**config.mk**
```make
export PLATFORM = sky130hd
export DESIGN_NAME = fbh_writer_flat
export DESIGN_NICKNAME = d
export VERILOG_FILES = /design/src/fb_pkg.sv /design/src/sram_port_if.sv /design/src/fbh_writer.sv /design/src/flat_wrapper.sv
export SDC_FILE = /design/constraint.sdc
export NUM_CORES = 1
export LEC_CHECK = 0
export ABC_AREA = 1
export BUFFER_PORTS_ARGS = -buffer_cell sky130_fd_sc_hd__buf_2
export CAP_MARGIN = 20
export CORE_MARGIN = 2
export CORE_UTILIZATION = 52
export CTS_CLUSTER_DIAMETER = 100
export DETAILED_ROUTE_END_ITERATION = 7
export GPL_ROUTABILITY_DRIVEN = 1
export GPL_TIMING_DRIVEN = 0
export PLACE_DENSITY_LB_ADDON = 0.25
export SLEW_MARGIN = 20
export SYNTH_ARGS = -nofsm -noshare
export SYNTH_HDL_FRONTEND = slang
export SYNTH_SLANG_ARGS = --single-unit
export TNS_END_PERCENT = 30
```
**constraint.sdc**
```tcl
create_clock -name clk -period 3.9 [get_ports clk]
set_input_delay 0.39 -clock clk [delete_from_list [all_inputs] [get_ports clk]]
set_output_delay 0.39 -clock clk [all_outputs]
set_load 0.02 [all_outputs]
```
**src/fb_pkg.sv**
```systemverilog
`default_nettype none

package fb_pkg;

    // external SRAM is 1M x 16
    localparam int SRAM_ADDR_W = 20;
    localparam int SRAM_DATA_W = 16;

    // red in the top byte
    typedef logic [23:0] color_t;

    // row * visible width + column
    typedef logic [18:0] pixel_id_t;

    // one queued pixel write
    typedef struct packed {
        pixel_id_t pixel_id;
        color_t    color;
    } pixel_buffer_entry_t;

endpackage : fb_pkg

`default_nettype wire

```
**src/sram_port_if.sv**
```systemverilog
`default_nettype none

interface sram_port_if;

    logic [fb_pkg::SRAM_ADDR_W-1:0] addr;
    logic [fb_pkg::SRAM_DATA_W-1:0] wdata;
    logic [fb_pkg::SRAM_DATA_W-1:0] rdata;
    // byte enables, active high
    logic                           ub;
    logic                           lb;
    // access request, active low
    logic                           strobe_b;

    modport client (
        output addr, wdata, ub, lb, strobe_b,
        input  rdata
    );

    modport mux (
        input  addr, wdata, ub, lb, strobe_b,
        output rdata
    );

endinterface : sram_port_if

`default_nettype wire

```
**src/fbh_writer.sv**
```systemverilog
`default_nettype none

module fbh_writer (
    input  wire                              clk,
    input  wire                              rst_n,
    input  wire                              pb_empty,
    input  wire fb_pkg::pixel_buffer_entry_t pb_data,
    input  wire                              reader_busy,
    output logic                             pb_re,
    sram_port_if.client                      port
);

    localparam int AW = fb_pkg::SRAM_ADDR_W;

    logic first_write;
    logic strobe;
    logic odd;
    fb_pkg::color_t color;
    logic [AW-1:0] base_addr;

    assign color = pb_data.color;
    assign odd   = pb_data.pixel_id[0];

    // byte 3p lives in word p + p/2
    assign base_addr = AW'(pb_data.pixel_id) + AW'(pb_data.pixel_id >> 1);

    // only cycles the reader leaves free
    assign strobe        = ~pb_empty & ~reader_busy;
    assign pb_re         = strobe & ~first_write;
    assign port.strobe_b = ~strobe;
    assign port.addr     = first_write ? base_addr : base_addr + 1'b1;

    // even pixel: full word then high byte; odd pixel: low byte then full word
    assign port.ub = ~(first_write & odd);
    assign port.lb = first_write | odd;

    always_comb begin
        case ({first_write, odd})
            2'b10:   port.wdata = color[23:8];
            2'b11:   port.wdata = {8'h00, color[23:16]};
            2'b00:   port.wdata = {color[7:0], 8'h00};
            default: port.wdata = color[15:0];
        endcase
    end

    always_ff @(posedge clk or negedge rst_n) begin
        if (!rst_n) begin
            first_write <= 1'b1;
        end else if (strobe) begin
            first_write <= ~first_write;
        end
    end

endmodule : fbh_writer

`default_nettype wire

```
**src/flat_wrapper.sv**
```systemverilog
// flat-port wrapper written by rule: the top's interface ports become plain ports
module fbh_writer_flat 
  (clk, rst_n, pb_empty, pb_data, reader_busy, pb_re, port_addr, port_wdata, port_ub, port_lb, port_strobe_b, port_rdata);
  sram_port_if port_i ();
  input  wire clk;
  input  wire rst_n;
  input  wire pb_empty;
  input  wire fb_pkg::pixel_buffer_entry_t pb_data;
  input  wire reader_busy;
  output logic pb_re;
  output wire logic [$bits(port_i.addr)-1:0] port_addr;
  output wire logic [$bits(port_i.wdata)-1:0] port_wdata;
  output wire logic [$bits(port_i.ub)-1:0] port_ub;
  output wire logic [$bits(port_i.lb)-1:0] port_lb;
  output wire logic [$bits(port_i.strobe_b)-1:0] port_strobe_b;
  input wire logic [$bits(port_i.rdata)-1:0] port_rdata;
  assign port_addr = port_i.addr;
  assign port_wdata = port_i.wdata;
  assign port_ub = port_i.ub;
  assign port_lb = port_i.lb;
  assign port_strobe_b = port_i.strobe_b;
  assign port_i.rdata = port_rdata;
  fbh_writer u_core (.clk(clk), .rst_n(rst_n), .pb_empty(pb_empty), .pb_data(pb_data), .reader_busy(reader_busy), .pb_re(pb_re), .port(port_i));
endmodule
```
### Word-level counts from Yosys, hierarchy flattened

Cells that the tools add are included.

* logic and storage cells: 17
* output and inout bits: 40
* register bits: 1

* reductions and logical operators: 1
* add/subtract/negate cells: 2
* equal/unequal tests: 2
* bitwise operators: 9
* mux-type cells: 2

Operator list (number)
* $pmux W16 S3: 1
* $add A19 B18 Y20: 1
* $add A20 B1 Y20 const B: 1
* $mux W20: 1
* $not A1 Y1: 5
* $eq A2 B2 Y1 const B: 2
* $and A1 B1 Y1: 3
* $logic_not A2 Y1: 1
* $or A1 B1 Y1: 1

### Logic depth before layout (Yosys ltp)

* word-level depth: 3
* depth in mapped cells: 17
* gate-level depth less buffers: 17

### Least setup slack after synthesis

OpenSTA, ideal clock, no wires.

* path kind: input to output
* start point: input pb_data[24] in the netlist's numbering
* end point: output port_addr[15]
* data required time: 3510 ps
* data arrival time: 2422 ps
* stages on the path: 11
* path buffers: 0
* slack: 1088 ps
* path through: ha_1 > fa_1 > nand3_1 > nor2_4 > nand3_2 > nor2_4 > nand3_4 > nor2_4 > nand2_4 > nor3_4 > xor2_1

* word-level cells in the longest chain between the ends: 3

Ends and longest elaborated chain
* start, declared: RTL line flat_wrapper.sv:8 `input wire fb_pkg::pixel_buffer_entry_t pb_data;`
* $add A19 B18 Y20 *: RTL line fbh_writer.sv:25 `assign base_addr = AW'(pb_data.pixel_id) + AW'(pb_data.pixel_id >> 1);`
* $add A20 B1 Y20: RTL line fbh_writer.sv:31 `assign port.addr = first_write ? base_addr : base_addr + 1'b1;`
* $mux W20 *: RTL line fbh_writer.sv:31
* end, declared: RTL line flat_wrapper.sv:11 `output wire logic [$bits(port_i.addr)-1:0] port_addr;`

Every way passes the cells marked *; elsewhere a longest branch is shown, timed or not.

### Final worst setup path

* start point: input pb_data[24] in the netlist's numbering
* end point: output port_addr[18]

Same word-level chain as after synthesis.

==> flow_summary.yaml <==
die:
  die_w_um: 69.1
  initial_core_util_pct: 54.7
  dieArea_mm2: 0.00477
  core_mm2: 0.00403
  pin_count: 103
  rows: 23
  die_h_um: 69.1
layout:
  postLayoutCoreUtil_pct: 66.9
  drive_gt1_share_pct: 21.8
  multi_input_area_mm2: 0.00188
  top_register: "u_core.first_write"
  syn2layout_area_growth_pct: 22.4
  fin_nets: 609
  n_fill_cell: 392
  diodes: 0
  seqCellArea_um2: 26.3
  largest_reg_flops: 1
  reg.largest.list: "u_core.first_write: 1 flops"
sta:
  rsz0062_at_grt: "no"
  final_max_slew_viol_count: 0
  hold_ws_ns: 0.325
  relSlewSlack_pct: 64.8
  hold_viol_final: 0
  fmax_mhz: 323
  fin_crit_sh_pct: 79.4
  setup_tns_ns: 0
  worst_slew_pin_slew_ns: 0.525
  skew_ns: 0
  finalSetupViolCount: 0
  period_needed_ns: 3.10
placed_design:
  place.port_buffers: 86
  place.gp.congestion: 0.920
  detailed_place_hpwl_mm: 5.07
route:
  finalWirelength_mm: 5.74
  first_pass_iters: 5
  num_vias: 2882
  ant_nets: 0
  drtIter0Drc: 184
  drc: 0
  vias_per_cell: 5.04
  avgRoutedWirePerCell_um: 10.0
setup_path:
  path_max_fanout: 5
  required_ns: 3.51
  max_stage_delay_ns: 0.49
  critPathSlowestCell: "fa_1"
  worstSetupPathType: "input port to output port"
  crit_top_cell: "nand2_1"
  crit_path_end_kind: "output port"
  path_cells: "buf_2, ha_1, fa_1, nand2_2, nand2_2, nand3_1, nand2_1, nor2_1, nand3_1, nor2_1, nand2_1, nor2_2, nand3_1, nand2_1, nand2_1, inv_1, buf_2"
  start_kind: "input port"
  cp_data_arrival_time_ns: 2.71
clock_tree:
  clkTransAtPathRegs_ns: 0
  cts_setup_buffers: 0
  ctsResizeCount: 0
  clock_latency_ns: 0
  holdBufCountCts: 0
status:
  outcome: "completed"
synthesis:
  ys.flop_type: "dfstp_2"
  yosys.area.top_type: "nand2_1"
  synth_seq_cells: 1
  synthCells: 436
  synth_most_common_cell: "nand2_1"
  synth-xor-area-share_pct: 5.97
  synth_edf_count: 0
  synth_top_area_share_pct: 29.8
  synth_area_leaders: "nand2_1 (30%), inv_1 (12%), nand3_1 (12%), ha_1 (12%), nor2_1 (5.6%)"
  muxShareOfSynthArea_pct: 0
  synthAdderAreaFrac_pct: 12.8
  synth-simple-area-share_pct: 60.1
  syn_area_per_cell_um2: 5.05
  ys_seq_area_share_pct: 1.19
  synth_top_family_by_area: "simple AND/OR/NAND/NOR gates"
  synth_warnings: 0
  synth_nets: 521
  synth_compound_area_share_pct: 6.25
  async_flop_share_pct: 100
  synth_common_cells: "nand2_1 (175), inv_1 (73), nand3_1 (54), nor2_1 (33), ha_1 (21)"
  synth.distinct_cells: 27
  synthesis.area_mm2: 0.00220
pwr:
  p_switching_uw: 519
  clockPowerShare_pct: 0
  p_comb_share_pct: 97.2
  p_int_uw: 276
  power.total_uw: 795
  power.density_mw_per_mm2: 295
  p_leak_uw: 0.00167
  ir_drop_mv: 0.294
  p_sw_share_pct: 65.3
  p_seq_share_pct: 2.8
worst_hold_path:
  hold_path.class: "input port to asynchronous set/reset pin"
global_route:
  antenna_found_initial: 0
  gr-total-overflow: 0
  grt_pass1_vias: 2557
  grtUsageTotal_pct: 22.9
  grt_start_max_net_pins: 11
  grt_first_pass_wirelength_mm: 9.93
job:
  cap_violations: 0
-- cells in the final DEF, fill, tap and decap left out, types with 2 or more instances in the layout --
cell type / n
nor2_1: 33
ha_1: 21
nor2_4: 4
inv_2: 2
nand4_1: 6
nand2_2: 10
inv_1: 73
a21oi_1: 15
nand3_2: 2
xor2_1: 10
nor2_2: 3
nand2_4: 2
nand3_1: 54
nand2_1: 175
clkbuf_1: 2
xnor2_1: 5
buf_2: 86
o221ai_1: 4
nor3_1: 3
o21ai_0: 4
-- metal layers --
layer | track usage (%) | share of wire (%)
met4 | 1.74 | 0.44
met3 | 1.46 | 6.1
met1 | 30.8 | 48
met5 | 0 | 0
met2 | 41.5 | 46
-- layout make-up --
type                       count  share of cell area (%)
inverter                      75                    10.4
multi-input combinational    357                    69.6
tap                           50                    2.32
sequential                     1                   0.975
timing repair buffer          86                    16.0
buffer                         3                   0.696
-- path summary, 6_finish.rpt --
check                                endpoint  cells after the start  slack [ns]                from
min in group clk           u_core.first_write                      2        0.64  u_core.first_write
setup reg to reg           u_core.first_write                      2        3.06  u_core.first_write
hold / removal             u_core.first_write                      1        0.33               rst_n
setup / recovery                port_addr[18]                     17        0.80         pb_data[24]
hold reg to reg            u_core.first_write                      2        0.64  u_core.first_write
max in group asynchronous  u_core.first_write                      1        3.55               rst_n
-- per-stage QoR --
step	instances	area, um2	worst slack (ns)
global route	572	2700	0.581
floorplan	436	2200	1.09
CTS	572	2700	0.814
global placement	572	2700	0.871
finish	572	2700	0.802
detailed placement	572	2700	0.831
-- critical path: cells and delay by family --
family	cells	cell delay [ns]
adder cells (fa/ha/maj)	2	0.76
buffers and inverters	3	0.33
AND/OR/NAND/NOR	12	1.24
-- logic make-up after synthesis --
kind of cell | after synthesis
simple gates | 296
buf+inv | 78
compound gates | 24
fa+ha+maj | 22
xor+xnor | 15
flops | 1
-- power groups by stage --
stage                     clock [uW]  sequential (uW)  combinational, uW
after floorplan                    0             21.6                552
after global placement             0             21.7                754
after detailed placement           0             22.2                770
after CTS                          0             22.2                772
after global routing               0             22.3                853
final                              0             22.0                773
Power figures use the tool's default switching activity.
