File: config.mk
export PLATFORM = sky130hd
export DESIGN_NAME = pixel_buffer
export DESIGN_NICKNAME = d
export VERILOG_FILES = /design/src/fb_pkg.sv /design/src/pixel_buffer.sv
export SDC_FILE = /design/constraint.sdc
export NUM_CORES = 1
export LEC_CHECK = 0
export ABC_AREA = 1
export BUFFER_PORTS_ARGS = -buffer_cell sky130_fd_sc_hd__buf_2
export CAP_MARGIN = 20
export CELL_PAD_IN_SITES_DETAIL_PLACEMENT = 1
export CELL_PAD_IN_SITES_GLOBAL_PLACEMENT = 2
export CORE_MARGIN = 4
export CORE_UTILIZATION = 42
export DETAILED_ROUTE_END_ITERATION = 10
export GPL_TIMING_DRIVEN = 0
export MAX_ROUTING_LAYER = met4
export PLACE_DENSITY = 0.95
export SYNTH_ARGS = -nofsm -noshare
export SYNTH_HDL_FRONTEND = slang
export SYNTH_SLANG_ARGS = --single-unit
File: constraint.sdc
create_clock -name clk -period 9.3 [get_ports clk]
set_input_delay 2.79 -clock clk [delete_from_list [all_inputs] [get_ports clk]]
set_output_delay 2.79 -clock clk [all_outputs]
set_load 0.005 [all_outputs]
File: src/fb_pkg.sv
`default_nettype none

package fb_pkg;

    // external SRAM is 1M x 16
    localparam int SRAM_ADDR_W = 20;
    localparam int SRAM_DATA_W = 16;

    // red in the top byte
    typedef logic [23:0] color_t;

    // row * visible width + column
    typedef logic [18:0] pixel_id_t;

    // one queued pixel write
    typedef struct packed {
        pixel_id_t pixel_id;
        color_t    color;
    } pixel_buffer_entry_t;

endpackage : fb_pkg

`default_nettype wire

File: src/pixel_buffer.sv
`default_nettype none

module pixel_buffer #(
    parameter  int PB_DEPTH = 8,
    localparam int PTR_W    = $clog2(PB_DEPTH),
    localparam int CNT_W    = $clog2(PB_DEPTH + 1)
) (
    input  wire                              clk,
    input  wire                              rst_n,
    input  wire                              we,
    input  wire fb_pkg::pixel_buffer_entry_t wdata,
    output logic                             full,
    input  wire                              re,
    output logic                             empty,
    output fb_pkg::pixel_buffer_entry_t      rdata
);

    fb_pkg::pixel_buffer_entry_t mem [PB_DEPTH];
    logic [PTR_W-1:0] wr_ptr;
    logic [PTR_W-1:0] rd_ptr;
    logic [CNT_W-1:0] count;
    logic do_wr;
    logic do_rd;

    assign full  = (count == CNT_W'(PB_DEPTH));
    assign empty = (count == '0);
    assign do_wr = we & ~full;
    assign do_rd = re & ~empty;

    // show-ahead, head entry always visible
    assign rdata = mem[rd_ptr];

    always_ff @(posedge clk) begin
        if (do_wr) begin
            mem[wr_ptr] <= wdata;
        end
    end

    always_ff @(posedge clk or negedge rst_n) begin
        if (!rst_n) begin
            wr_ptr <= '0;
            rd_ptr <= '0;
            count  <= '0;
        end else begin
            if (do_wr) begin
                wr_ptr <= (wr_ptr == PTR_W'(PB_DEPTH - 1)) ? '0 : wr_ptr + 1'b1;
            end
            if (do_rd) begin
                rd_ptr <= (rd_ptr == PTR_W'(PB_DEPTH - 1)) ? '0 : rd_ptr + 1'b1;
            end
            case ({do_wr, do_rd})
                2'b10:   count <= count + 1'b1;
                2'b01:   count <= count - 1'b1;
                default: count <= count;
            endcase
        end
    end

endmodule : pixel_buffer

`default_nettype wire

### After elaboration in Yosys (flattened, before gate mapping)

Memory sizes are Yosys's and may differ from the RTL's.
Index checks and enable logic that the tools add are counted.
W data, S select, Z words.

* bits in registers: 10
* latch bits: 0
* bits in writable memories: 344
* memory bits (read-only): 0
* input port bits: 47
* output and inout bits: 45
* logic and storage cells: 24
* memories kept: 1

Memories
* mem: depth 8, width 43, read ports 1, clocked after memory_dff 0, write ports 1, line pixel_buffer.sv:18 `fb_pkg::pixel_buffer_entry_t mem [PB_DEPTH];`

* add/subtract/negate cells: 4
* $mul: 0
* div/mod/pow operators: 0
* magnitude comparators: 0
* equality and inequality tests: 5
* shifts and indexed selects: 0
* muxes and demuxes: 5
* bitwise logic cells: 4
* reductions and logical operators: 2

Operators with widths (number)
* $pmux W4 S2: 1
* $add A3 B1 Y3 const B: 2
* $eq A3 B3 Y1 const B: 2
* $mux W3: 2
* $add A4 B1 Y4 const B: 1
* $eq A4 B4 Y1 const B: 1
* $logic_not A4 Y1: 1
* $sub A4 B1 Y4 const B: 1
* $and A1 B1 Y1: 2
* $eq A2 B1 Y1 const B: 1
* $eq A2 B2 Y1 const B: 1
* $mux W1: 2
* $not A1 Y1: 2
* $reduce_bool A2 Y1: 1

### Logic depth before layout (Yosys ltp)

Gate-level depths: netlist (run 1).

* word-level depth: 5
* depth in mapped cells: 12
* depth with buffers taken out: 12

### Least setup slack after synthesis (run 1)

OpenSTA, ideal clock, no wires.

* path type: input to register
* start point: in we
* end point: mem mem[6][0] (netlist name), enable pin
* setup time: 0.497 ns
* arrival: 5.995 ns
* required time: 8.803 ns
* setup slack: 2.808 ns
* stages on the path: 3
* path buffers: 1
* cells stage by stage: nand2_1 > buf_2 > nor3_1

* word-level cells in the longest chain between the ends: 3

Ends and longest elaborated chain
* start: declaration: line pixel_buffer.sv:10 `input wire we,`
* $and A1 B1 Y1: line pixel_buffer.sv:27 `assign do_wr = we & ~full;`
* $mux W1: line pixel_buffer.sv:34 `if (do_wr) begin`
* $mux W1 (not written as such): line pixel_buffer.sv:35 `mem[wr_ptr] <= wdata;`
* end: declaration: line pixel_buffer.sv:18

Every way passes these cells.

==> results of run 1 <==
-- tightest hold or removal path, delay by kind of cell, from the launching register on --
family	cells	cell delay, ns
flip-flops	1	0.39
AND/OR/NAND/NOR	2	0.12
-- area by class of cell --
| class | instances | area [µm²] | share of cell area |
|---|---|---|---|
| buffer | 67 | 353 | 0.0195 |
| clock inverter | 15 | 123 | 0.00677 |
| clock buffer | 56 | 1110 | 0.0614 |
| inverter | 188 | 706 | 0.0389 |
| sequential | 354 | 10600 | 0.584 |
| antenna | 2 | 5.00 | 0.000276 |
| timing repair buffer | 128 | 887 | 0.0490 |
| multi-input combinational | 965 | 3780 | 0.208 |
| tap | 461 | 577 | 0.0318 |
-- cell usage after synthesis --
library cell,n
buf_1,3
inv_1,186
inv_2,1
buf_4,1
buf_6,5
fa_1,1
or2_1,1
nor3_1,8
ha_1,7
clkbuf_1,10
xor2_1,1
o21ai_0,5
dfrtp_1,10
nor2_1,346
xnor2_1,1
edfxtp_1,344
or2_2,1
nand2_1,589
buf_2,48
nand3_1,5
clkinv_1,1
-- cells by family (layout without fill, tap and decap cells) --
logic type	count (synthesis)	in the layout	share of synthesized area
AND/OR/NAND/NOR	950	950	0.233
flip-flops	354	354	0.688
other	0	2	0
buffers and inverters	255	454	0.0688
adder cells (fa/ha/maj)	8	8	0.00700
XOR/XNOR	2	2	0.00114
AO/OA/AOI/OAI	5	5	0.00163
-- metal layers --
layer,vias to the layer above,share of wire,GRT usage
met2,210,0.53,0.396
met4,0,0.018,0.0475
met5,-,0,-
met1,5441,0.41,0.262
met3,59,0.040,0.0298
li1,5231,-,-
-- worst min path at each step --
stage | end | depth (start not counted) | slack [ns] | from
6_report | count[3] | 2 | 0.54 | count[3]
5_1_grt | count[2] | 2 | 0.58 | count[2]
4_1_cts | count[3] | 2 | 0.54 | count[3]
3_5_place_dp | count[3] | 2 | 0.53 | count[3]
3_3_place_gp | count[2] | 2 | 0.51 | count[2]
2_1_floorplan | count[2] | 2 | 0.48 | count[2]
-- power breakdown --
part	switching (mW)	internal (mW)
clock network	0.607	0.888
registers	0.0689	1.99
logic	1.49	0.698
-- stage by stage --
step                utilization  instance area (µm²)
floorplan                     -                15400
CTS                       0.506                18100
finish                    0.506                18100
global placement          0.458                16400
global route              0.506                18100
detailed placement        0.471                16900
-- state kept, by name, summed over array words and instances (netlist names) --
name,count
wr_ptr,3
rd_ptr,3
count,4
mem,344
==> impl_metrics.py, run 1 <==
metrics = {
    "clock_network": {
        "clock_latency_ns": 0.53,
        "ctsRootBufferMaster": "clkbuf_16",
        "clkTransAtPathRegs_ns": 0.06,
        "cts_hold_buffers": 0,
        "cts_tree": "yes",
        "cts.htree.levels": 2,
        "clockBufferDepth": 3,
        "cts_sinks": 354,
        "cts_resized": 0,
        "cts_buffers": 40,
        "postCtsSetupBuffers": 0,
    },
    "die": {
        "num_rows": 69,
        "core_um2": 35800,
        "dieArea_um2": 39700,
        "dieHeight_um": 199,
        "die_w_um": 199,
        "num_io_pins": 92,
        "initial_utilization": 0.429,
    },
    "critical_path": {
        "r2r_end": "mem[7][22]",
        "crit_chain": "buf_2 -> clkinv_1 -> clkbuf_1 -> nand2_1 -> nand2_1 -> buf_2",
        "cp_top_family": "buffers and inverters",
        "cp_max_fo": 10,
        "cp.depth": 6,
        "crit_path_end": "rdata[17]",
        "worst_setup_path_start_kind": "flop",
        "crit_buf_inv": 4,
        "worst_ep_arrival_time_ns": 2.37,
        "cpPeakStageDelay_ns": 0.38,
        "reg2regPathDepth": 8,
        "rrSetupSlack_ns": 6.66,
        "cp.required_ns": 6.51,
        "rr_startpoint": "count[0]",
        "path_class": "flop to output port",
        "slowest_stage": "clkbuf_1",
        "crit_start": "rd_ptr[2]",
        "cp-end-kind": "output port",
    },
    "sta": {
        "period_share": 0.555,
        "finClkSkew_ns": 0.0117,
        "slew_headroom": 0.340,
        "rsz0062_at_grt": "false",
        "setup_viol": 0,
        "hold_ws_ns": 0.542,
        "worst_slack_ns": 4.14,
        "hold_viol_final": 0,
        "worstMarginPinSlew_ns": 0.985,
        "min_period_ns": 5.16,
        "fmax_mhz": 194,
        "drv_slew": 0,
        "tns_ns": 0,
    },
    "power": {
        "powerDensity_nw_per_um2": 317,
        "power_mw": 5.74,
        "leakagePower_nw": 8.01,
        "ir_drop_mv": 0.157,
    },
    "synthesis": {
        "syn_area_um2": 15400,
        "syn_nets": 1629,
        "yosysSeqAreaShare": 0.688,
        "syn_avg_cell_area_um2": 9.77,
        "post-synth-top-area-cell": "edfxtp_1",
        "synth.distinct_cells": 21,
        "yosysWarnings": 0,
        "ys_top_cells_by_area": "edfxtp_1 67%, nand2_1 14%, nor2_1 8.4%, inv_1 4.5%, dfrtp_1 1.6%",
        "synthDominantCellAreaShare": 0.672,
        "synthCells": 1574,
        "synth_seq_cells": 354,
    },
    "layout": {
        "num-fill-cells": 3992,
        "fin_nets": 1799,
        "final_common_cell": "nand2_1",
        "layout.cells.non_filler": 2236,
        "areaGrowthSynthToFinish_pct": 17.8,
        "drive_gt1_frac": 0.139,
        "final_cell_mix": "589 x nand2_1, 346 x nor2_1, 344 x edfxtp_1",
    },
    "global_route": {
        "grt_pass1_vias": 11700,
        "grt.total_usage": 0.219,
        "grt_pass1_wl_um": 64700,
        "grt_start_max_net_pins": 14,
        "overflow": 0,
        "antenna_found_initial": 2,
    },
    "placement": {
        "place_hpwl_um": 29500,
        "portBuffers": 91,
        "place.gp.congestion": 0.769,
        "dp.cells": 2163,
        "pre_cts_ws_ns": 4.38,
    },
    "worst_hold_path": {
        "hold_path_class": "flop to flop",
    },
    "routing": {
        "drc_errors": 0,
        "ant_nets": 0,
        "vias": 10900,
        "firstDrtPassIters": 5,
        "wl_per_cell_um": 18.7,
        "routed_wl_um": 41800,
        "via_per_inst": 4.89,
        "drt_iter0_markers": 662,
    },
    "job": {
        "max_cap_violations": 0,
    },
    "status": {
        "status": "complete, no violations",
    },
}
Power figures use the tool's default switching activity.
==> run 2: changes to the inputs <==
- ABC_AREA: 1 -> 0
- CORE_UTILIZATION: 42 -> 48
- PLACE_DENSITY: 0.95 -> 0.91
- clock period: 9.3 -> 5.4 ns (I/O delays scaled with it)
==> impl_metrics.py, run 2 <==
metrics = {
    "sta": {
        "slew_headroom": 0.347,
        "rsz0062_at_grt": "false",
        "min_period_ns": 4.33,
        "period_share": 0.802,
        "setup_viol": 0,
        "worstMarginPinSlew_ns": 0.974,
        "fmax_mhz": 231,
        "finClkSkew_ns": 0.0205,
        "worst_slack_ns": 1.07,
        "drv_slew": 0,
        "hold_viol_final": 0,
    },
    "power": {
        "power.share.clock": 0.257,
        "swShare": 0.292,
        "switching_power_mw": 2.53,
        "powerDensity_nw_per_um2": 540,
        "combPwrFrac": 0.326,
        "leakagePower_nw": 5.35,
        "p_int_mw": 6.15,
        "seqPwrFrac": 0.417,
        "ir_drop_mv": 0.234,
    },
    "synthesis": {
        "async_reset_ff_frac": 0.0282,
        "yosysSeqAreaShare": 0.776,
        "synthDominantCellAreaShare": 0.757,
        "yosysMostFrequentCell": "edfxtp_1",
        "synthCells": 566,
        "ys_top_cells_by_area": "edfxtp_1 76%, mux4_2 14%, mux2_2 3.2%, dfrtp_1 1.8%, mux2_4 1.1%",
        "synth_edf_count": 344,
        "syn_nets": 621,
        "synth_seq_cells": 354,
        "synth.distinct_cells": 34,
        "syn_area_um2": 13600,
        "synthTopCellsByCount": "344 x edfxtp_1, 86 x mux4_2, 39 x mux2_2",
        "post-synth-top-area-cell": "edfxtp_1",
        "ys.flop_type": "edfxtp_1",
        "yosysWarnings": 0,
        "syn_avg_cell_area_um2": 24.1,
    },
    "critical_path": {
        "worst_ep_arrival_time_ns": 2.71,
        "crit_start": "rd_ptr[1]",
        "slowest_stage": "clkbuf_1",
        "cpPeakStageDelay_ns": 0.72,
        "cp_max_fo": 10,
        "cp.required_ns": 3.78,
        "worst_setup_path_start_kind": "flop",
        "crit_top_cell": "clkbuf_1",
        "path_class": "flop to output port",
        "rr_startpoint": "count[0]",
        "cp-end-kind": "output port",
        "crit_chain": "clkbuf_1 -> clkbuf_1 -> mux4_2 -> mux2_2 -> buf_2",
    },
    "placement": {
        "pre_cts_ws_ns": 1.62,
        "postPlaceCellArea_um2": 15000,
        "dp.cells": 1063,
        "place_hpwl_um": 20200,
        "portBuffers": 91,
        "place.gp.congestion": 0.737,
    },
    "routing": {
        "firstDrtPassIters": 5,
        "via_per_inst": 5.73,
        "routed_wl_um": 31500,
        "drc_errors": 0,
        "vias": 6484,
        "ant_nets": 0,
        "drt_iter0_markers": 578,
        "wl_per_cell_um": 27.8,
    },
    "die": {
        "dieHeight_um": 177,
        "initial_utilization": 0.488,
        "die_w_um": 177,
        "dieArea_um2": 31200,
        "num_rows": 61,
        "core_um2": 27900,
        "num_io_pins": 92,
    },
    "clock_network": {
        "clock_latency_ns": 0.50,
        "cts.htree.levels": 2,
        "postCtsSetupBuffers": 0,
        "ctsRootBufferMaster": "clkbuf_16",
        "clkTransAtPathRegs_ns": 0.06,
        "cts_hold_buffers": 0,
        "cts_resized": 0,
        "cts_tree": "yes",
        "cts_buffers": 35,
        "cts_sinks": 354,
        "clockBufferDepth": 3,
    },
    "layout": {
        "fin_area_um2": 16100,
        "utilization": 0.576,
        "regMostFlops": "mem",
        "areaGrowthSynthToFinish_pct": 18.0,
        "largest_registers": "mem (344), count (4)",
        "final_cell_mix": "344 x edfxtp_1, 102 x buf_2, 86 x mux4_2",
        "fin_nets": 778,
        "drive_gt1_frac": 0.439,
        "largest_reg_flops": 344,
        "num-fill-cells": 2392,
        "layout.cells.non_filler": 1131,
        "final_common_cell": "edfxtp_1",
    },
    "worst_hold_path": {
        "hold_path_class": "flop to flop",
        "worstHoldStart": "count[2]",
    },
    "job": {
        "max_cap_violations": 0,
    },
    "global_route": {
        "grt_start_max_net_pins": 24,
        "overflow": 0,
        "grt.total_usage": 0.214,
        "grt_pass1_vias": 7294,
        "grt_pass1_wl_um": 47300,
        "antenna_found_initial": 5,
    },
    "status": {
        "status": "complete, no violations",
    },
}
-- run 2: changes by cell type after synthesis, sizes merged, moves of 3 or more --
cell	before	now
o21ai	5	1
nor2	346	4
mux4	0	86
inv	187	6
buf	57	15
nor3	8	5
nand2	589	3
mux2	0	49
nor3b	0	3
-- run 2: area by class of cell --
cell class / count / area [µm²] / share of cell area
diodes: 5 / 12.5 / 0.000778
plain buffers: 27 / 161 / 0.0100
clock buffers: 47 / 941 / 0.0585
clock inverters: 15 / 98.8 / 0.00614
inverters: 6 / 22.5 / 0.00140
multi-input cells: 179 / 2930 / 0.182
flip-flops and latches: 354 / 10600 / 0.658
well taps: 378 / 473 / 0.0294
repair buffers: 120 / 867 / 0.0539
-- run 2: metal layers --
metal  up-vias  global-route usage  share of wire
met5         -                   -              0
met4         0              0.0516          0.019
met3        43              0.0403          0.057
met2       222               0.359           0.53
met1      3483               0.275           0.39
li1       2736                   -              -
-- run 2: worst paths after layout --
kind	endpoint	slack [ns]	depth (start not counted)
worst max-delay path	rdata[9]	1.07	5
worst min-delay path	count[2]	0.61	2
worst max register to register	count[3]	2.26	8
worst min register to register	count[2]	0.61	2
max in group asynchronous	count[0]	4.17	1
min in group asynchronous	rd_ptr[2]	0.99	1
-- run 2: logic make-up (layout without fill, tap and decap cells) --
kind of cell | count (synthesis) | count (layout) | share of synthesized area
flops | 354 | 354 | 0.776
mux | 136 | 136 | 0.186
buf+inv | 33 | 215 | 0.0135
simple gates | 25 | 25 | 0.0107
fa+ha+maj | 8 | 8 | 0.00789
compound gates | 8 | 8 | 0.00486
xor+xnor | 2 | 2 | 0.00128
other cells | 0 | 5 | 0
-- run 2: power groups by stage --
stage / combinational [mW] / clock (mW) / sequential, mW
3_3_place_gp: 2.58 / 0 / 3.68
2_1_floorplan: 1.77 / 0 / 3.63
6_report: 2.83 / 2.23 / 3.62
4_1_cts: 2.89 / 2.29 / 3.62
5_1_grt: 3.05 / 2.41 / 3.65
3_5_place_dp: 2.86 / 0 / 3.67
-- run 2: worst max-delay path, delay by kind of cell, from the launching register on --
kind	cells	cell delay (ns)
mux	2	0.71
flops	1	0.37
buf+inv	3	1.13
-- run 2: metrics by stage --
| stage | power [mW] | hold WS, ns | TNS, ns |
|---|---|---|---|
| 2_1_floorplan | 5.40 | 0.538 | 0 |
| 3_3_place_gp | 6.26 | 0.565 | -652.40 |
| 3_5_place_dp | 6.52 | 0.590 | 0 |
| 4_1_cts | 8.80 | 0.605 | 0 |
| 5_1_grt | 9.11 | 0.679 | 0 |
| 6_report | 8.68 | 0.608 | 0 |
