--- src/fb_pkg.sv ---
`default_nettype none

package fb_pkg;

    // external SRAM is 1M x 16
    localparam int SRAM_ADDR_W = 20;
    localparam int SRAM_DATA_W = 16;

    // red in the top byte
    typedef logic [23:0] color_t;

    // row * visible width + column
    typedef logic [18:0] pixel_id_t;

    // one queued pixel write
    typedef struct packed {
        pixel_id_t pixel_id;
        color_t    color;
    } pixel_buffer_entry_t;

endpackage : fb_pkg

`default_nettype wire

--- src/vga_pkg.sv ---
`default_nettype none

package vga_pkg;

    // 640x480 at 60 Hz, horizontal values in pixel times
    localparam int H_ACTIVE = 640;
    localparam int H_FRONT  = 16;
    localparam int H_SYNC   = 96;
    localparam int H_BACK   = 48;

    // vertical values in lines
    localparam int V_ACTIVE = 480;
    localparam int V_FRONT  = 10;
    localparam int V_SYNC   = 2;
    localparam int V_BACK   = 33;

    // each stripe colour covers 1 << STRIPE_SHIFT columns
    localparam int STRIPE_SHIFT = 3;

endpackage : vga_pkg

`default_nettype wire

--- src/sram_port_if.sv ---
`default_nettype none

interface sram_port_if;

    logic [fb_pkg::SRAM_ADDR_W-1:0] addr;
    logic [fb_pkg::SRAM_DATA_W-1:0] wdata;
    logic [fb_pkg::SRAM_DATA_W-1:0] rdata;
    // byte enables, active high
    logic                           ub;
    logic                           lb;
    // access request, active low
    logic                           strobe_b;

    modport client (
        output addr, wdata, ub, lb, strobe_b,
        input  rdata
    );

    modport mux (
        input  addr, wdata, ub, lb, strobe_b,
        output rdata
    );

endinterface : sram_port_if

`default_nettype wire

--- src/vga_timing.sv ---
`default_nettype none

module vga_timing #(
    parameter  int H_ACTIVE = vga_pkg::H_ACTIVE,
    parameter  int H_FRONT  = vga_pkg::H_FRONT,
    parameter  int H_SYNC   = vga_pkg::H_SYNC,
    parameter  int H_BACK   = vga_pkg::H_BACK,
    parameter  int V_ACTIVE = vga_pkg::V_ACTIVE,
    parameter  int V_FRONT  = vga_pkg::V_FRONT,
    parameter  int V_SYNC   = vga_pkg::V_SYNC,
    parameter  int V_BACK   = vga_pkg::V_BACK,
    localparam int H_TOTAL  = H_ACTIVE + H_FRONT + H_SYNC + H_BACK,
    localparam int V_TOTAL  = V_ACTIVE + V_FRONT + V_SYNC + V_BACK,
    localparam int H_W      = $clog2(H_TOTAL),
    localparam int V_W      = $clog2(V_TOTAL)
) (
    input  wire            clk,
    input  wire            rst_n,
    output logic           pix_en,
    output logic [H_W-1:0] h_cnt,
    output logic [V_W-1:0] v_cnt,
    output logic           active,
    output logic           frame_start,
    output logic           hsync,
    output logic           vsync
);

    // start in the first blank line, so nothing is fetched right after reset
    always_ff @(posedge clk or negedge rst_n) begin
        if (!rst_n) begin
            pix_en <= 1'b0;
            h_cnt  <= '0;
            v_cnt  <= V_W'(V_ACTIVE);
        end else begin
            pix_en <= ~pix_en;
            if (pix_en) begin
                if (h_cnt == H_W'(H_TOTAL - 1)) begin
                    h_cnt <= '0;
                    v_cnt <= (v_cnt == V_W'(V_TOTAL - 1)) ? '0 : v_cnt + 1'b1;
                end else begin
                    h_cnt <= h_cnt + 1'b1;
                end
            end
        end
    end

    assign active = (h_cnt < H_W'(H_ACTIVE)) && (v_cnt < V_W'(V_ACTIVE));

    // sync pulses are active low
    assign hsync = !((h_cnt >= H_W'(H_ACTIVE + H_FRONT)) &&
                     (h_cnt < H_W'(H_ACTIVE + H_FRONT + H_SYNC)));
    assign vsync = !((v_cnt >= V_W'(V_ACTIVE + V_FRONT)) &&
                     (v_cnt < V_W'(V_ACTIVE + V_FRONT + V_SYNC)));

    // first pixel time of the last blank line
    assign frame_start = pix_en && (h_cnt == '0) && (v_cnt == V_W'(V_TOTAL - 1));

endmodule : vga_timing

`default_nettype wire

--- src/fbh_reader.sv ---
`default_nettype none

module fbh_reader #(
    parameter  int H_ACTIVE = vga_pkg::H_ACTIVE,
    parameter  int H_FRONT  = vga_pkg::H_FRONT,
    parameter  int H_SYNC   = vga_pkg::H_SYNC,
    parameter  int H_BACK   = vga_pkg::H_BACK,
    parameter  int V_ACTIVE = vga_pkg::V_ACTIVE,
    parameter  int V_FRONT  = vga_pkg::V_FRONT,
    parameter  int V_SYNC   = vga_pkg::V_SYNC,
    parameter  int V_BACK   = vga_pkg::V_BACK,
    localparam int H_TOTAL  = H_ACTIVE + H_FRONT + H_SYNC + H_BACK,
    localparam int V_TOTAL  = V_ACTIVE + V_FRONT + V_SYNC + V_BACK,
    localparam int H_W      = $clog2(H_TOTAL),
    localparam int V_W      = $clog2(V_TOTAL)
) (
    input  wire            clk,
    input  wire            rst_n,
    input  wire            stripes_sel,
    sram_port_if.client    port,
    output logic           hs,
    output logic           vs,
    output logic           vga_clk,
    output logic           vga_blank,
    output fb_pkg::color_t vga_rgb
);

    logic pix_en;
    logic active;
    logic frame_start;
    logic hsync;
    logic vsync;
    logic [H_W-1:0] h_cnt;
    logic [V_W-1:0] v_cnt;
    logic line_fetch;
    logic edge_fetch;
    logic fetch;
    logic [2:0] ring;
    logic [fb_pkg::SRAM_ADDR_W-1:0] addr_cnt;
    logic [fb_pkg::SRAM_DATA_W-1:0] a_q;
    logic [fb_pkg::SRAM_DATA_W-1:0] b_q;
    logic [fb_pkg::SRAM_DATA_W-1:0] c_q;
    logic [2:0] stripe;
    fb_pkg::color_t pixel_q;
    fb_pkg::color_t stripes_rgb;

    vga_timing #(
        .H_ACTIVE(H_ACTIVE), .H_FRONT(H_FRONT), .H_SYNC(H_SYNC), .H_BACK(H_BACK),
        .V_ACTIVE(V_ACTIVE), .V_FRONT(V_FRONT), .V_SYNC(V_SYNC), .V_BACK(V_BACK)
    ) i_timing (
        .clk, .rst_n, .pix_en, .h_cnt, .v_cnt, .active, .frame_start, .hsync, .vsync
    );

    // words of pair k are read while pair k-1 is shown (H_TOTAL must be even)
    assign line_fetch = (h_cnt < H_W'(H_ACTIVE - 2)) && (v_cnt < V_W'(V_ACTIVE));
    // pair 0 comes from the last two pixel times of the line before
    assign edge_fetch = (h_cnt >= H_W'(H_TOTAL - 2)) &&
                        ((v_cnt == V_W'(V_TOTAL - 1)) || (v_cnt < V_W'(V_ACTIVE - 1)));
    // fourth clk of each pair goes to the writer
    assign fetch = (line_fetch || edge_fetch) && !(h_cnt[0] && pix_en);

    assign port.strobe_b = ~fetch;
    assign port.addr     = addr_cnt;
    assign port.wdata    = '0;
    assign port.ub       = 1'b1;
    assign port.lb       = 1'b1;

    // ring bit 0 loads A, bit 1 B, bit 2 C
    always_ff @(posedge clk or negedge rst_n) begin
        if (!rst_n) begin
            addr_cnt <= '0;
            ring     <= 3'b001;
        end else if (frame_start) begin
            addr_cnt <= '0;
            ring     <= 3'b001;
        end else if (fetch) begin
            addr_cnt <= addr_cnt + 1'b1;
            ring     <= {ring[1:0], ring[2]};
        end
    end

    // A = {R0,G0}, B = {B0,R1}, C = {G1,B1}
    always_ff @(posedge clk) begin
        if (fetch && ring[0]) begin
            a_q <= port.rdata;
        end
        if (fetch && ring[1]) begin
            b_q <= port.rdata;
        end
        if (fetch && ring[2]) begin
            c_q <= port.rdata;
        end
        // odd column now, so the next one is the even pixel of a pair
        if (pix_en) begin
            pixel_q <= h_cnt[0] ? {a_q, b_q[15:8]} : {b_q[7:0], c_q};
        end
    end

    assign stripe      = 3'(h_cnt >> vga_pkg::STRIPE_SHIFT);
    assign stripes_rgb = {stripe[2], 7'b0, stripe[1], 7'b0, stripe[0], 7'b0};

    // everything leaves one pixel time after its column
    always_ff @(posedge clk or negedge rst_n) begin
        if (!rst_n) begin
            hs        <= 1'b1;
            vs        <= 1'b1;
            vga_blank <= 1'b1;
            vga_rgb   <= '0;
        end else if (pix_en) begin
            hs        <= hsync;
            vs        <= vsync;
            vga_blank <= ~active;
            vga_rgb   <= stripes_sel ? stripes_rgb : pixel_q;
        end
    end

    // rises mid-way through each output pixel
    assign vga_clk = pix_en;

endmodule : fbh_reader

`default_nettype wire

--- src/flat_wrapper.sv ---
// flat-port wrapper written by rule: the top's interface ports become plain ports
module fbh_reader_flat 
#(
    parameter  int H_ACTIVE = vga_pkg::H_ACTIVE,
    parameter  int H_FRONT  = vga_pkg::H_FRONT,
    parameter  int H_SYNC   = vga_pkg::H_SYNC,
    parameter  int H_BACK   = vga_pkg::H_BACK,
    parameter  int V_ACTIVE = vga_pkg::V_ACTIVE,
    parameter  int V_FRONT  = vga_pkg::V_FRONT,
    parameter  int V_SYNC   = vga_pkg::V_SYNC,
    parameter  int V_BACK   = vga_pkg::V_BACK,
    localparam int H_TOTAL  = H_ACTIVE + H_FRONT + H_SYNC + H_BACK,
    localparam int V_TOTAL  = V_ACTIVE + V_FRONT + V_SYNC + V_BACK,
    localparam int H_W      = $clog2(H_TOTAL),
    localparam int V_W      = $clog2(V_TOTAL)
)
  (clk, rst_n, stripes_sel, hs, vs, vga_clk, vga_blank, vga_rgb, port_addr, port_wdata, port_ub, port_lb, port_strobe_b, port_rdata);
  sram_port_if port_i ();
  input  wire clk;
  input  wire rst_n;
  input  wire stripes_sel;
  output logic hs;
  output logic vs;
  output logic vga_clk;
  output logic vga_blank;
  output fb_pkg::color_t vga_rgb;
  output wire logic [$bits(port_i.addr)-1:0] port_addr;
  output wire logic [$bits(port_i.wdata)-1:0] port_wdata;
  output wire logic [$bits(port_i.ub)-1:0] port_ub;
  output wire logic [$bits(port_i.lb)-1:0] port_lb;
  output wire logic [$bits(port_i.strobe_b)-1:0] port_strobe_b;
  input wire logic [$bits(port_i.rdata)-1:0] port_rdata;
  assign port_addr = port_i.addr;
  assign port_wdata = port_i.wdata;
  assign port_ub = port_i.ub;
  assign port_lb = port_i.lb;
  assign port_strobe_b = port_i.strobe_b;
  assign port_i.rdata = port_rdata;
  fbh_reader #(.H_ACTIVE(H_ACTIVE), .H_FRONT(H_FRONT), .H_SYNC(H_SYNC), .H_BACK(H_BACK), .V_ACTIVE(V_ACTIVE), .V_FRONT(V_FRONT), .V_SYNC(V_SYNC), .V_BACK(V_BACK)) u_core (.clk(clk), .rst_n(rst_n), .stripes_sel(stripes_sel), .port(port_i), .hs(hs), .vs(vs), .vga_clk(vga_clk), .vga_blank(vga_blank), .vga_rgb(vga_rgb));
endmodule
--- config.mk ---
export PLATFORM = sky130hd
export DESIGN_NAME = fbh_reader_flat
export DESIGN_NICKNAME = d
export VERILOG_FILES = /design/src/fb_pkg.sv /design/src/vga_pkg.sv /design/src/sram_port_if.sv /design/src/vga_timing.sv /design/src/fbh_reader.sv /design/src/flat_wrapper.sv
export SDC_FILE = /design/constraint.sdc
export NUM_CORES = 1
export LEC_CHECK = 0
export BUFFER_PORTS_ARGS = -buffer_cell sky130_fd_sc_hd__buf_2
export CAP_MARGIN = 20
export CORE_MARGIN = 4
export CORE_UTILIZATION = 37
export DETAILED_ROUTE_END_ITERATION = 8
export PLACE_DENSITY_LB_ADDON = 0.2
export SLEW_MARGIN = 0
export SYNTH_ARGS = -nofsm -noshare
export SYNTH_HDL_FRONTEND = slang
export SYNTH_SLANG_ARGS = --single-unit
--- constraint.sdc ---
create_clock -name clk -period 4.6 [get_ports clk]
set_input_delay 0.23 -clock clk [delete_from_list [all_inputs] [get_ports clk]]
set_output_delay 0.23 -clock clk [all_outputs]
set_load 0.05 [all_outputs]
Word level (Yosys, flattened, before mapping)
Cells that the tools add are included.

Register bits: 143. Bits of input ports: 19. Output and inout port bits: 67. Logic and storage cells: 58.

$add $sub $neg: 3. Magnitude comparators: 9. Eq/ne operators: 2. Mux-type cells: 8. Bitwise logic cells: 3. Reduce and logical (&&, ||, !) cells: 20.

Operators with widths (number): $mux 24 (2); $mux 20 (2); $lt 10x10->1 const B (3); $lt 10x9->1 const B (3); $add 10x1->10 const B (2); $add 20x1->20 const B (1); $eq 10x10->1 const B (2); $ge 10x10->1 const B (2); $mux 10 (2); $logic_and 1x1->1 (12); $ge 10x9->1 const B (1); $logic_not 10->1 (1); $mux 3 (2); $logic_not 1->1 (3); $not 1->1 (3); $logic_or 1x1->1 (2); $reduce_and 2->1 (1); $reduce_bool 2->1 (1).

Longest topological paths before layout
Word-level depth: 7. Gate-level depth with buffers: 9. Gate-level depth less buffers: 7.

Modules after synthesis
From an unflattened synthesis, not the netlist that was laid out.

Cell total of the unflattened synthesis: 504. Area, all modules: 6299.8 um^2.

By module, submodules not included: fbh_reader (times used 1, cells an instance 376, area each 5076.1 um^2, sequential area each 3418.3 um^2); vga_timing (times used 1, cells an instance 128, area each 1223.7 um^2, sequential area each 530.5 um^2).

Least setup slack after synthesis
Ideal clock, no wire load.

Kind: reg2reg. Start point: register u_core.i_timing.v_cnt[5]. End point: register u_core.a_q[0] in the netlist's numbering, enable pin. Library setup time: 388 ps. Arrival time: 2903 ps. Required time: 4212 ps. Slack: 1308 ps. Cell stages (with the launch flop): 8. Path buffers: 2. Clock period less this slack: 3292 ps. Cells stage by stage: dfstp_2 > buf_2 > or4_4 > or4_4 > a221oi_4 > nor2_2 > buf_6 > nor2_1.

Longest elaborated chain between the ends: 6. Elaborated cells on any way between the ends: 9. Classes of those cells: order compare (2); eq/ne (1); reduce/logical (6).

Ends and longest elaborated chain: start: declaration (RTL line vga_timing.sv:21) `output logic [V_W-1:0] v_cnt,`; start signal: assignment (RTL line vga_timing.sv:33) `v_cnt <= V_W'(V_ACTIVE);`; start signal: assignment (RTL line vga_timing.sv:39) `v_cnt <= (v_cnt == V_W'(V_TOTAL - 1)) ? '0 : v_cnt + 1'b1;`; $lt 10x9->1 / $eq 10x10->1 (equally long branches) (RTL line fbh_reader.sv:58) `((v_cnt == V_W'(V_TOTAL - 1)) || (v_cnt < V_W'(V_ACTIVE - 1)));`; $logic_or 1x1->1 (RTL line fbh_reader.sv:58); $logic_and 1x1->1 (RTL line fbh_reader.sv:57) `assign edge_fetch = (h_cnt >= H_W'(H_TOTAL - 2)) &&`; $logic_or 1x1->1 * (RTL line fbh_reader.sv:60) `assign fetch = (line_fetch || edge_fetch) && !(h_cnt[0] && pix_en);`; $logic_and 1x1->1 * (RTL line fbh_reader.sv:60); $logic_and 1x1->1 * (RTL line fbh_reader.sv:84) `if (fetch && ring[0]) begin`; end signal: assignment (RTL line fbh_reader.sv:85) `a_q <= port.rdata;`; end: declaration (RTL line fbh_reader.sv:40) `logic [fb_pkg::SRAM_DATA_W-1:0] a_q;`.

Mark *: on every way between the ends. The rest lies on a longest branch, timed or not. A chain may end at the register's enable or synchronous reset.

Worst setup path in the final report
Start point: register u_core.i_timing.v_cnt[5]. End point: register u_core.a_q[8] in the netlist's numbering, enable pin.

The elaborated chain is that of the path after synthesis.

==> summary.md <==
| Metric | Value |
|---|---|
| Syn avg cell area | `11.8 µm²` |
| Sequential element share of the synthesized area | `62.1%` |
| GRT overflow | `0` |
| Filler cell count | `1577` |
| CTS tree | `done` |
| Sum Neg Setup Slack | `0 ps` |
| Final std cells w/o fill | `833` |
| Die X-Extent | `139 µm` |
| CP endpoint kind | `flop` |
| Seq cells post-synth | `143` |
| Pwr Density | `383 nW/µm²` |
| Leakage Power | `3.04 nW` |
| Register-to-register path setup slack | `1230 ps` |
| Worst Setup SP | `u_core.i_timing.v_cnt[5]` |
| Post-synth cell types | `52` |
| Slowest stage delay, CP | `700 ps` |
| WL/cell | `16.0 µm` |
| FF-to-FF path depth | `6` |
| Chip Height | `139 µm` |
| Vias | `4268` |
| Worst Skew | `8.94 ps` |
| Yosys top cell area share | `34.0%` |
| CTS root buf | `clkbuf_16` |
| Worst Hold Margin | `-30.9 ps` |
| Min-Delay Path Class | `in -> async` |
| Final setup fails | `0` |
| Number of synthesized flops with an enable pin | `72` |
| Inserted Clock Buffers | `17` |
| Max Cap Viol | `0` |
| Startpoint Class | `flop` |
| N_diodes | `0` |
| Tmin final | `3370 ps` |
| Crit path max-delay family | `simple AND/OR/NAND/NOR gates` |
| Initial core utilization | `38.1%` |
| Top cells by area, synth | `edfxtp_1, dfrtp_1, mux2_2, dfstp_2, o21ai_0` |
| Critical Path End | `u_core.a_q[8]` |
| Final hold vios | `63` |
| Clock transition at path regs | `60 ps` |
| CP Cell Sequence | `or4_4 -> or4_4 -> a221oi_4 -> buf_4 -> nor2_2 -> nor2_2` |
| Nets | `624` |
| Vias in the first global route | `4361` |
| Initial antenna violation count | `0` |
| Final period utilization | `73.3%` |
| Final slew viol count | `0` |
| Pre-CTS setup slack | `1180 ps` |
| Post-route cell area | `7430 µm²` |
| Clk_lat worst skew | `420 ps` |
| CP bufs+invs | `1` |
| Vias per inst | `5.12` |
| Area growth syn-to-layout | `17.0%` |
| Cell area after synthesis | `6350 µm²` |
| Maximum vdd drop | `0.255 mV` |
| Area after DPL | `6810 µm²` |
| IO Count | `86` |
| Final core occ | `44.5%` |
| Cell count after synthesis | `537` |
| Maximum fanout along the worst path | `24` |
| Final ANT Viol Nets | `0` |
| H-tree depth | `4` |
| Site Rows | `47` |
| PnR Total Power | `2.85 mW` |
| Core Box Area | `16700 µm²` |
| Detail Placement HPWL | `8560 µm` |
| Post-synth top area cell | `edfxtp_1` |
| DRT Wirelength | `13300 µm` |
| CP max-delay cell | `nor2_2` |
| Synth Warn # | `0` |
| Reg2reg start | `u_core.i_timing.v_cnt[5]` |
| Predominant post-synthesis flop cell | `edfxtp_1` |
| FMAX | `0.296 GHz` |
| First-pass GRT wire length | `22100 µm` |
| Worst Setup Path Type | `reg -> reg` |
| RSZ-0062 raised after global routing | `false` |
| GP Congestion | `0.766` |
| Async set-reset flop share out of synthesis | `49.7%` |
| Relative slew slack | `37.9%` |
| Die Footprint | `19300 µm²` |
| Synth top cells by count | `edfxtp_1, dfrtp_1, nand2_1` |
| Worst setup margin | `1230 ps` |
| Failing checks | `hold timing` |
| Critical R2R Capture | `u_core.a_q[8]` |
| Status | `finished, violations left` |
| Least-Margin Pin Slew | `932 ps` |
| Total clock sinks | `143` |
| Share of layout cells above drive strength 1 | `24.3%` |
| Largest net degree at the start of global routing | `86` |
| CP Data Arrival Time | `3410 ps` |
| WP depth | `6` |
| Max Root-Sink Buffers | `2` |
| Placed Instances | `799` |
| Total GRT Usage | `14.1%` |
| Initial DRT Pass Iterations | `4` |
| Worst Path Required | `4640 ps` |
| Number of remaining DRC errors | `0` |
| IO Port Bufs | `67` |
| Iter 0 DRT Violations | `264` |
| Most numerous cell in the Yosys netlist | `edfxtp_1` |
==> power by group <==
part / internal (mW) / switching [mW] / leakage, nW / total [mW]
Combinational: 0.0166 / 0.0798 / 1.15 / 0.0964
Clock: 0.871 / 0.528 / 0.299 / 1.40
Sequential: 1.35 / 0.00268 / 1.59 / 1.35
Total: 2.24 / 0.611 / 3.04 / 2.85
==> cell families after synthesis <==
family / count (synthesis) / synth area share, %
simple gates: 177 / 14.8
compound gates: 94 / 9.63
fa+ha+maj: 5 / 0.984
buf+inv: 78 / 6.06
other cells: 2 / 0.118
flops: 143 / 62.1
mux: 29 / 5.04
xor+xnor: 9 / 1.24
==> cell type report <==
type                       count  area [µm²]  share of cell area, %
inverter                      31         116                   1.57
clock inverter                12         155                   2.09
clock buffer                  20         447                   6.01
tap                          220         275                   3.70
sequential                   143        3950                   53.1
multi-input combinational    332        2090                   28.1
timing repair buffer          75         403                   5.42
==> flip-flops by register name, summed over array words and instances, names as in the netlist, 3 cells and up <==
signal and cells:
u_core.a_q 16, u_core.b_q 16, u_core.c_q 16, u_core.i_timing.h_cnt 10
u_core.i_timing.v_cnt 10, u_core.pixel_q 24, u_core.port.addr 20, u_core.ring 3
u_core.vga_rgb 24
==> worst register-to-register path, stage by stage (launching register included) <==
cell	delay, ps
dfstp_2	410
or4_4	550
or4_4	550
a221oi_4	270
buf_4	310
nor2_2	210
nor2_2	700
==> repair_timing <==
item	in CTS	in global routing
hold buffers	1	1
resized for setup	0	0
hold endpoints to repair	3	3
setup buffers	0	0
==> per-layer routing <==
layer	wire, µm	global-route usage, %
met1	5850	17.6
met2	6710	23.4
met3	640	4.59
met4	132	4.48
met5	0	0
==> how the worst min path moves through the flow <==
stage	from	endpoint	cells past startpoint
CTS	rst_n	u_core.port.addr[13]	1
global placement	rst_n	u_core.i_timing.v_cnt[4]	1
floorplan	rst_n	u_core.i_timing.h_cnt[0]	0
finish	rst_n	u_core.i_timing.v_cnt[4]	1
detailed placement	port_rdata[4]	u_core.a_q[4]	1
global route	port_rdata[0]	u_core.a_q[0]	1
==> placed cells by master, fill, tap and decap left out, types with 7 or more instances in the layout <==
master     instances
nor2_1            25
nand4_1           12
buf_4              7
and4_1             7
nand3b_1          21
dfstp_2            8
mux2_2            24
dfrtp_1           62
o22ai_1           10
nand2_1           43
clkbuf_16         17
conb_1            18
edfxtp_1          72
inv_1             31
buf_2             66
a21oi_1            7
nor3_1             9
o21ai_0           40
nand3_1           33
Power figures use the tool's default switching activity.
